==> src/rvv_decode_pkg.sv <==
// shared types and sizing for the vector decode front end
// command queue entries are rvv_cmd_t, uop queue entries rvv_uop_t
// modules import this with a wildcard inside the body and use
// scoped names in their port lists
package rvv_decode_pkg;

  // commands looked at per cycle by the decode stage
  localparam int num_de_inst = 2;
  // uops pushed into the uop queue per cycle, at most
  localparam int num_de_uop = 4;
  // largest split, lmul of 8
  localparam int max_uops = 8;
  localparam int uop_index_width = 3;
  // wide enough for a split count of 1 to max_uops
  localparam int uop_count_width = $clog2(max_uops) + 1;
  // free slot count, 0 to num_de_uop
  localparam int slot_cnt_width = $clog2(num_de_uop + 1);

  localparam int cmd_queue_depth = 4;
  localparam int uop_queue_depth = 8;

  // integer vector funct3 encodings
  localparam logic [2:0] opivv = 3'b000;
  localparam logic [2:0] opivi = 3'b011;
  localparam logic [2:0] opivx = 3'b100;

  typedef struct packed {
    logic [5:0]  funct6;
    logic [2:0]  funct3;
    logic [4:0]  vd;
    logic [4:0]  vs1;
    logic [4:0]  vs2;
    logic [4:0]  imm5;
    logic [31:0] rs1_data;
    // split count is 2**lmul_log2
    logic [1:0]  lmul_log2;
  } rvv_cmd_t;

  typedef struct packed {
    logic [5:0]                 funct6;
    logic [2:0]                 funct3;
    logic [4:0]                 vd;
    logic [4:0]                 vs1;
    logic [4:0]                 vs2;
    // scalar or sign-extended immediate, zero for opivv
    logic [31:0]                operand;
    logic [uop_index_width-1:0] uop_index;
    logic                       last_uop;
  } rvv_uop_t;

endpackage

==> src/rvv_multi_fifo.sv <==
// circular FIFO with several pushes and several pops per cycle
// push and pop are thermometer codes, bit 0 is the oldest slot
// head[i] shows the i-th oldest entry, valid while count > i
// almost_empty[k] is high with at most k entries held,
// almost_full[k] with at most k entries free
`timescale 1ns/1ps

module rvv_multi_fifo #(
  parameter type payload_t = logic [7:0],
  parameter int  depth     = 4,
  parameter int  push_w    = 1,
  parameter int  pop_w     = 1
) (
  input  logic                  clk,
  input  logic                  arst_n,
  input  logic     [push_w-1:0] push,
  input  payload_t [push_w-1:0] push_data,
  input  logic     [pop_w-1:0]  pop,
  output payload_t [pop_w-1:0]  head,
  output logic                  empty,
  output logic                  full,
  output logic     [pop_w-1:0]  almost_empty,
  output logic     [push_w-1:0] almost_full
);

  localparam int ptr_w = (depth > 1) ? $clog2(depth) : 1;
  localparam int cnt_w = $clog2(depth + 1);

  payload_t         mem [depth];
  logic [ptr_w-1:0] wr_ptr;
  logic [ptr_w-1:0] rd_ptr;
  logic [cnt_w-1:0] count;
  logic [cnt_w-1:0] push_cnt;
  logic [cnt_w-1:0] pop_cnt;

  // pointer arithmetic modulo depth
  function automatic logic [ptr_w-1:0] wrap(input int unsigned idx);
    return ptr_w'(idx % depth);
  endfunction

  // thermometer codes, so counting set bits is enough
  always_comb begin
    push_cnt = '0;
    pop_cnt  = '0;
    for (int i = 0; i < push_w; i++) begin
      push_cnt = push_cnt + cnt_w'(push[i]);
    end
    for (int i = 0; i < pop_w; i++) begin
      pop_cnt = pop_cnt + cnt_w'(pop[i]);
    end
  end

  // storage, written in consecutive slots from wr_ptr
  always_ff @(posedge clk) begin
    for (int i = 0; i < push_w; i++) begin
      if (push[i]) begin
        mem[wrap(wr_ptr + i)] <= push_data[i];
      end
    end
  end

  always_ff @(posedge clk or negedge arst_n) begin
    if (!arst_n) begin
      wr_ptr <= '0;
      rd_ptr <= '0;
      count  <= '0;
    end else begin
      wr_ptr <= wrap(wr_ptr + push_cnt);
      rd_ptr <= wrap(rd_ptr + pop_cnt);
      count  <= count + push_cnt - pop_cnt;
    end
  end

  for (genvar i = 0; i < pop_w; i++) begin : g_head
    assign head[i]         = mem[wrap(rd_ptr + i)];
    assign almost_empty[i] = (int'(count) <= i);
  end

  for (genvar k = 0; k < push_w; k++) begin : g_almost_full
    assign almost_full[k] = (int'(count) >= depth - k);
  end

  assign empty = (count == '0);
  assign full  = (int'(count) == depth);

endmodule

==> src/rvv_decode_unit.sv <==
// combinational split of one vector command into a bundle of uops
// the bundle covers uop indices uop_index_start to uop_index_start+3,
// clipped to the command's split count
// last_in_bundle flags that the final uop falls inside this bundle
`timescale 1ns/1ps

module rvv_decode_unit (
  input  logic                                         inst_valid,
  input  rvv_decode_pkg::rvv_cmd_t                     inst,
  input  logic [rvv_decode_pkg::uop_index_width-1:0]   uop_index_start,
  output logic [rvv_decode_pkg::num_de_uop-1:0]        uop_valid,
  output rvv_decode_pkg::rvv_uop_t
           [rvv_decode_pkg::num_de_uop-1:0]            uop_bundle,
  output logic                                         last_in_bundle
);

  import rvv_decode_pkg::*;

  logic                       legal;
  logic [uop_count_width-1:0] uop_count;
  logic [uop_count_width-1:0] bundle_end;
  logic [31:0]                operand;

  // only the three integer formats are decoded here
  assign legal = (inst.funct3 == opivv) ||
                 (inst.funct3 == opivi) ||
                 (inst.funct3 == opivx);

  // 1, 2, 4 or 8 uops
  assign uop_count = uop_count_width'(1) << inst.lmul_log2;

  // one past the highest index this bundle can hold
  assign bundle_end = uop_count_width'(uop_index_start) + uop_count_width'(num_de_uop);

  // illegal encoding is done at once, nothing to push
  assign last_in_bundle = !legal || (uop_count <= bundle_end);

  // operand select
  always_comb begin
    case (inst.funct3)
      opivx:   operand = inst.rs1_data;
      opivi:   operand = {{27{inst.imm5[4]}}, inst.imm5};
      default: operand = '0;
    endcase
  end

  for (genvar i = 0; i < num_de_uop; i++) begin : g_uop
    // absolute uop index within the command, up to 10
    logic [uop_count_width-1:0] idx;

    assign idx = uop_count_width'(uop_index_start) + uop_count_width'(i);

    // valid slots form a thermometer from slot 0
    assign uop_valid[i] = inst_valid && legal && (idx < uop_count);

    assign uop_bundle[i].funct6 = inst.funct6;
    assign uop_bundle[i].funct3 = inst.funct3;
    // register group walk, wraps past v31
    assign uop_bundle[i].vd  = inst.vd  + 5'(idx);
    assign uop_bundle[i].vs1 = inst.vs1 + 5'(idx);
    assign uop_bundle[i].vs2 = inst.vs2 + 5'(idx);
    assign uop_bundle[i].operand = operand;
    assign uop_bundle[i].uop_index = idx[uop_index_width-1:0];
    assign uop_bundle[i].last_uop = (idx == uop_count - 1'b1);
  end

endmodule

==> src/rvv_decode_ctrl.sv <==
// merges the two decode units' bundles into the uop queue
// unit 0 holds the oldest command, unit 1 the one behind it
// uops are pushed in order as far as the uop queue has room;
// a command is popped once its last uop has been pushed
// a partly pushed command leaves its next index in uop_index_remain
`timescale 1ns/1ps

module rvv_decode_ctrl (
  input  logic                                       clk,
  input  logic                                       arst_n,
  input  logic [rvv_decode_pkg::num_de_inst-1:0]     inst_valid,
  input  logic [rvv_decode_pkg::num_de_inst-1:0][rvv_decode_pkg::num_de_uop-1:0] uop_valid,
  input  rvv_decode_pkg::rvv_uop_t
           [rvv_decode_pkg::num_de_inst-1:0][rvv_decode_pkg::num_de_uop-1:0] uop_bundle,
  input  logic [rvv_decode_pkg::num_de_inst-1:0]     last_in_bundle,
  input  logic                                       uop_full,
  input  logic [rvv_decode_pkg::num_de_uop-1:1]      uop_almost_full,
  output logic [rvv_decode_pkg::uop_index_width-1:0] uop_index_remain,
  output logic [rvv_decode_pkg::num_de_inst-1:0]     cmd_pop,
  output logic [rvv_decode_pkg::num_de_uop-1:0]      uop_push,
  output rvv_decode_pkg::rvv_uop_t [rvv_decode_pkg::num_de_uop-1:0] uop_push_data
);

  import rvv_decode_pkg::*;

  logic [slot_cnt_width-1:0]  free_slots;
  logic [slot_cnt_width-1:0]  valid_cnt0;
  logic [slot_cnt_width-1:0]  valid_cnt1;
  logic [slot_cnt_width-1:0]  push_cnt0;
  logic [slot_cnt_width-1:0]  push_cnt1;
  logic [slot_cnt_width-1:0]  room1;
  logic                       done0;
  logic                       done1;
  logic [uop_index_width-1:0] index_next;

  // free space from the queue flags, smallest matching k wins
  always_comb begin
    free_slots = slot_cnt_width'(num_de_uop);
    for (int k = num_de_uop - 1; k >= 1; k--) begin
      if (uop_almost_full[k]) free_slots = slot_cnt_width'(k);
    end
    if (uop_full) free_slots = '0;
  end

  // valid uops per unit
  always_comb begin
    valid_cnt0 = '0;
    valid_cnt1 = '0;
    for (int j = 0; j < num_de_uop; j++) begin
      valid_cnt0 = valid_cnt0 + slot_cnt_width'(uop_valid[0][j]);
      valid_cnt1 = valid_cnt1 + slot_cnt_width'(uop_valid[1][j]);
    end
  end

  // unit 0 first, clipped to the free space
  assign push_cnt0 = (valid_cnt0 < free_slots) ? valid_cnt0 : free_slots;
  assign done0     = inst_valid[0] && last_in_bundle[0] && (valid_cnt0 <= free_slots);

  // unit 1 only behind a finished unit 0 command
  assign room1     = free_slots - push_cnt0;
  assign push_cnt1 = !done0 ? '0 : (valid_cnt1 < room1) ? valid_cnt1 : room1;
  assign done1     = done0 && inst_valid[1] && last_in_bundle[1] && (valid_cnt1 <= room1);

  assign cmd_pop = {done1, done0};

  // pack unit 0 then unit 1 into consecutive slots
  always_comb begin
    uop_push      = '0;
    // idle slots just carry unit 0's bundle
    uop_push_data = uop_bundle[0];
    for (int j = 0; j < num_de_uop; j++) begin
      if (j < push_cnt0) begin
        uop_push[j]      = 1'b1;
        uop_push_data[j] = uop_bundle[0][j];
      end else if (j < push_cnt0 + push_cnt1) begin
        uop_push[j]      = 1'b1;
        uop_push_data[j] = uop_bundle[1][j - push_cnt0];
      end
    end
  end

  // where the oldest unfinished command resumes next cycle
  always_comb begin
    if (inst_valid[0] && !done0) begin
      index_next = uop_index_remain + uop_index_width'(push_cnt0);
    end else if (done0 && inst_valid[1] && !done1) begin
      // unit 1's command moves to the head next cycle
      index_next = uop_index_width'(push_cnt1);
    end else begin
      index_next = '0;
    end
  end

  always_ff @(posedge clk or negedge arst_n) begin
    if (!arst_n) begin
      uop_index_remain <= '0;
    end else begin
      uop_index_remain <= index_next;
    end
  end

endmodule

==> src/rvv_decode.sv <==
// decode stage between the command queue and the uop queue
// the two oldest commands are split side by side; unit 0 resumes
// a partly split command, unit 1 always starts a fresh one
// purely combinational from queue head to push and pop, apart from
// the carried uop index inside the controller
`timescale 1ns/1ps

module rvv_decode (
  input  logic                                      clk,
  input  logic                                      arst_n,
  input  rvv_decode_pkg::rvv_cmd_t [rvv_decode_pkg::num_de_inst-1:0] cmd_head,
  input  logic                                      cmd_empty,
  input  logic [rvv_decode_pkg::num_de_inst-1:1]    cmd_almost_empty,
  output logic [rvv_decode_pkg::num_de_inst-1:0]    cmd_pop,
  output logic [rvv_decode_pkg::num_de_uop-1:0]     uop_push,
  output rvv_decode_pkg::rvv_uop_t [rvv_decode_pkg::num_de_uop-1:0] uop_push_data,
  input  logic                                      uop_full,
  input  logic [rvv_decode_pkg::num_de_uop-1:1]     uop_almost_full
);

  import rvv_decode_pkg::*;

  logic     [num_de_inst-1:0]                 inst_valid;
  logic     [num_de_inst-1:0][num_de_uop-1:0] uop_valid;
  rvv_uop_t [num_de_inst-1:0][num_de_uop-1:0] uop_bundle;
  logic     [num_de_inst-1:0]                 last_in_bundle;
  logic     [uop_index_width-1:0]             uop_index_remain;

  // head entry i is present when more than i entries are held
  assign inst_valid[0] = !cmd_empty;

  for (genvar i = 1; i < num_de_inst; i++) begin : g_inst_valid
    assign inst_valid[i] = !(cmd_empty || (|cmd_almost_empty[i:1]));
  end

  for (genvar i = 0; i < num_de_inst; i++) begin : g_unit
    // only the oldest command can be partly split
    rvv_decode_unit decode_unit_i (
      .inst_valid      (inst_valid[i]),
      .inst            (cmd_head[i]),
      .uop_index_start ((i == 0) ? uop_index_remain : '0),
      .uop_valid       (uop_valid[i]),
      .uop_bundle      (uop_bundle[i]),
      .last_in_bundle  (last_in_bundle[i])
    );
  end

  rvv_decode_ctrl decode_ctrl_i (
    .clk              (clk),
    .arst_n           (arst_n),
    .inst_valid       (inst_valid),
    .uop_valid        (uop_valid),
    .uop_bundle       (uop_bundle),
    .last_in_bundle   (last_in_bundle),
    .uop_full         (uop_full),
    .uop_almost_full  (uop_almost_full),
    .uop_index_remain (uop_index_remain),
    .cmd_pop          (cmd_pop),
    .uop_push         (uop_push),
    .uop_push_data    (uop_push_data)
  );

endmodule

==> src/rvv_decode_top.sv <==
// top level: command queue, decode stage, uop queue
// valid/ready on the command input and the uop output; the uop
// output is the uop queue head, so it holds until it is taken
`timescale 1ns/1ps

module rvv_decode_top (
  input  logic                     clk,
  input  logic                     arst_n,
  input  logic                     cmd_valid,
  input  rvv_decode_pkg::rvv_cmd_t cmd_data,
  output logic                     cmd_ready,
  output logic                     uop_valid,
  output rvv_decode_pkg::rvv_uop_t uop_data,
  input  logic                     uop_ready
);

  import rvv_decode_pkg::*;

  rvv_cmd_t [num_de_inst-1:0] cmd_head;
  logic                       cmd_empty;
  logic                       cmd_full;
  logic     [num_de_inst-1:0] cmd_almost_empty;
  logic     [num_de_inst-1:0] cmd_pop;
  logic     [num_de_uop-1:0]  uop_push;
  rvv_uop_t [num_de_uop-1:0]  uop_push_data;
  logic                       uop_empty;
  logic                       uop_full;
  logic     [num_de_uop-1:0]  uop_almost_full;

  assign cmd_ready = !cmd_full;
  assign uop_valid = !uop_empty;

  rvv_multi_fifo #(
    .payload_t (rvv_cmd_t),
    .depth     (cmd_queue_depth),
    .push_w    (1),
    .pop_w     (num_de_inst)
  ) cmd_queue_i (
    .clk          (clk),
    .arst_n       (arst_n),
    .push         (cmd_valid && cmd_ready),
    .push_data    (cmd_data),
    .pop          (cmd_pop),
    .head         (cmd_head),
    .empty        (cmd_empty),
    .full         (cmd_full),
    .almost_empty (cmd_almost_empty),
    // single push, full is enough
    .almost_full  ()
  );

  rvv_decode decode_i (
    .clk              (clk),
    .arst_n           (arst_n),
    .cmd_head         (cmd_head),
    .cmd_empty        (cmd_empty),
    // bit 0 repeats cmd_empty
    .cmd_almost_empty (cmd_almost_empty[num_de_inst-1:1]),
    .cmd_pop          (cmd_pop),
    .uop_push         (uop_push),
    .uop_push_data    (uop_push_data),
    .uop_full         (uop_full),
    .uop_almost_full  (uop_almost_full[num_de_uop-1:1])
  );

  rvv_multi_fifo #(
    .payload_t (rvv_uop_t),
    .depth     (uop_queue_depth),
    .push_w    (num_de_uop),
    .pop_w     (1)
  ) uop_queue_i (
    .clk          (clk),
    .arst_n       (arst_n),
    .push         (uop_push),
    .push_data    (uop_push_data),
    .pop          (uop_valid && uop_ready),
    .head         (uop_data),
    .empty        (uop_empty),
    .full         (uop_full),
    .almost_empty (),
    .almost_full  (uop_almost_full)
  );

endmodule

==> config.mk <==
export PLATFORM = sky130hd
export DESIGN_NAME = rvv_decode_top
export DESIGN_NICKNAME = d
export VERILOG_FILES = /design/src/rvv_decode_pkg.sv /design/src/rvv_multi_fifo.sv /design/src/rvv_decode_unit.sv /design/src/rvv_decode_ctrl.sv /design/src/rvv_decode.sv /design/src/rvv_decode_top.sv
export SDC_FILE = /design/constraint.sdc
export NUM_CORES = 2
export LEC_CHECK = 0
export ABC_AREA = 0
export BUFFER_PORTS_ARGS = -buffer_cell sky130_fd_sc_hd__buf_4
export CAP_MARGIN = 15
export CORE_ASPECT_RATIO = 1.1
export CORE_MARGIN = 5
export CORE_UTILIZATION = 50
export CTS_CLUSTER_DIAMETER = 100
export DETAILED_ROUTE_END_ITERATION = 8
export PLACE_DENSITY = 0.73
export REMOVE_ABC_BUFFERS = 1
export SYNTH_ARGS = -nofsm -noshare
export SYNTH_HDL_FRONTEND = slang
export SYNTH_HIERARCHICAL = 1
export SYNTH_SLANG_ARGS = --single-unit
==> constraint.sdc <==
create_clock -name clk -period 42.6 [get_ports clk]
set_input_delay 6.39 -clock clk [delete_from_list [all_inputs] [get_ports clk]]
set_output_delay 6.39 -clock clk [all_outputs]
set_load 0.005 [all_outputs]
==> impl_metrics.py <==
metrics = {
    "sta": {
        "finalSetupViolCount": 0,
        "period_needed_ns": 13.42,
        "skew_ns": 0.0371,
        "final.setup.tns_ns": 0,
        "final.period_utilization_pct": 31.5,
        "slew_headroom_pct": 5.71,
        "slew_violations": 0,
        "tightest_slew_ns": 1.40,
        "finalHoldViolCount": 0,
        "max_freq_ghz": 0.0745,
        "rsz0062_at_grt": "no",
    },
    "cts": {
        "cts_tree": "done",
        "clock_path_buffers": 3,
        "postCtsHoldBufs": 0,
        "ctsResizeCount": 0,
        "cts_num_sinks": 752,
        "numCtsBuffers": 83,
        "post_cts_buffers": 0,
        "cts.reportedPaths.clkPinSlew_ns": 0.06,
        "clock_latency_ns": 0.72,
        "htreeDepth": 3,
        "clockRootBuffer": "clkbuf_16",
    },
    "critical_path": {
        "crit_slowest_cell": "dfrtp_4",
        "required_ns": 43.03,
        "crit_type": "reg2reg",
        "critical_path.max_fanout": 65,
        "crit_path_start_kind": "flop",
        "critical_path.endpoint_type": "flop",
        "cpPeakStageDelay_ns": 0.81,
        "cp_common_cell": "ha_1",
        "crit_arrival_ns": 13.85,
    },
    "grt": {
        "grt_use_total_pct": 28.9,
        "grt_start_max_net_pins": 71,
        "grt_pass1_vias": 42316,
        "antenna_found_initial": 3,
        "gr-total-overflow": 0,
        "grt_pass1_wl_um": 271000,
    },
    "die": {
        "fp.dieH_um": 367,
        "fp.dieW_um": 335,
        "start_util_pct": 50.1,
        "coreArea_um2": 116000,
        "num_rows": 131,
        "dieArea_um2": 123000,
        "ios": 129,
    },
    "routing": {
        "via_count": 41961,
        "ant_nets": 0,
        "wl_um": 184000,
        "firstDrtPassIters": 7,
        "drc": 0,
        "vias_per_cell": 7.27,
        "drtIter0Drc": 6081,
        "wl_per_cell_um": 31.8,
    },
    "placement": {
        "portBuffers": 128,
        "place.gp.congestion": 0.887,
        "hpwlAfterDp_um": 105000,
    },
    "cells_and_area": {
        "layout_common_cells": "edfxtp_1, a21oi_1, mux2i_1",
        "fill_cells": 9657,
        "mostFrequentLayoutCell": "edfxtp_1",
        "fin_nets": 4407,
        "drive_above_1_share_pct": 27.6,
        "area_delta_synth_final_pct": 3.01,
    },
    "logic_synthesis": {
        "netlist_instances": 4748,
        "syn_avg_cell_area_um2": 12.2,
        "syn_area_um2": 57900,
        "yosys_warnings": 6,
    },
    "status": {
        "status": "finished, final reports clean",
    },
    "hold_path": {
        "hold_path_class": "reg2reg",
    },
    "flow_run": {
        "drv_cap": 0,
    },
}
[routing by layer]
metal	wire, µm	vias up	global-route usage [%]
met3	25600	937	8.89
met2	83400	3432	45.4
met5	13	-	0.197
met1	63400	20433	36.3
met4	11300	2	14.9
li1	-	17157	-
[sequential cells by signal (all words and copies together) (netlist names)]
name	count
cmd_queue_i/count	3
cmd_queue_i/mem	252
cmd_queue_i/rd_ptr	2
cmd_queue_i/wr_ptr	2
decode_i/decode_ctrl_i/uop_index_remain	3
uop_queue_i/count	4
uop_queue_i/mem	480
uop_queue_i/rd_ptr	3
uop_queue_i/wr_ptr	3
[critical path: cells and delay by family, from the launching register on]
family	cells	cell delay, ns
fa+ha+maj	9	2.95
mux	3	1.65
compound gates	5	1.01
simple gates	13	3.58
flops	1	0.81
buf+inv	5	2.94
[layout make-up]
class                   instances  area [µm²]  area share, %
diodes                          2        5.00        0.00839
flip-flops and latches        752       22500           37.7
well taps                    1529        1910           3.21
repair buffers                213        1600           2.69
clock inverters                49         609           1.02
clock buffers                 102        2190           3.67
multi-input cells            3031       30500           51.1
inverters                      95         364          0.610
[stage by stage]
step           hold slack, ns  util (%)  cells  worst slack, ns  area, µm²
2_1_floorplan           0.480         -   3878            21.42      53000
3_3_place_gp            0.526      49.2   5619            29.71      56900
3_5_place_dp            0.549      49.2   5620            29.38      56900
4_1_cts                 0.563      51.6   5771            29.37      59700
5_1_grt                 0.588      51.6   5771            28.55      59700
6_report                0.564      51.7   5773            29.18      59700
[final timing paths]
check	cells after the start	slack [ns]	end	startpoint
min in group asynchronous	1	5.56	cmd_queue_i/rd_ptr[0]	arst_n
hold / removal	1	0.56	cmd_queue_i/wr_ptr[1]	cmd_queue_i/wr_ptr[1]
setup reg to reg	35	29.18	uop_queue_i/mem[4][37]	cmd_queue_i/rd_ptr[1]
hold reg to reg	1	0.56	cmd_queue_i/wr_ptr[1]	cmd_queue_i/wr_ptr[1]
max in group asynchronous	1	36.73	uop_queue_i/rd_ptr[1]	arst_n
setup / recovery	35	29.18	uop_queue_i/mem[4][37]	cmd_queue_i/rd_ptr[1]
Power is left out: the tool's default activity adds up to more than one toggle a clock period on the data nets, which glitch-free logic cannot reach.
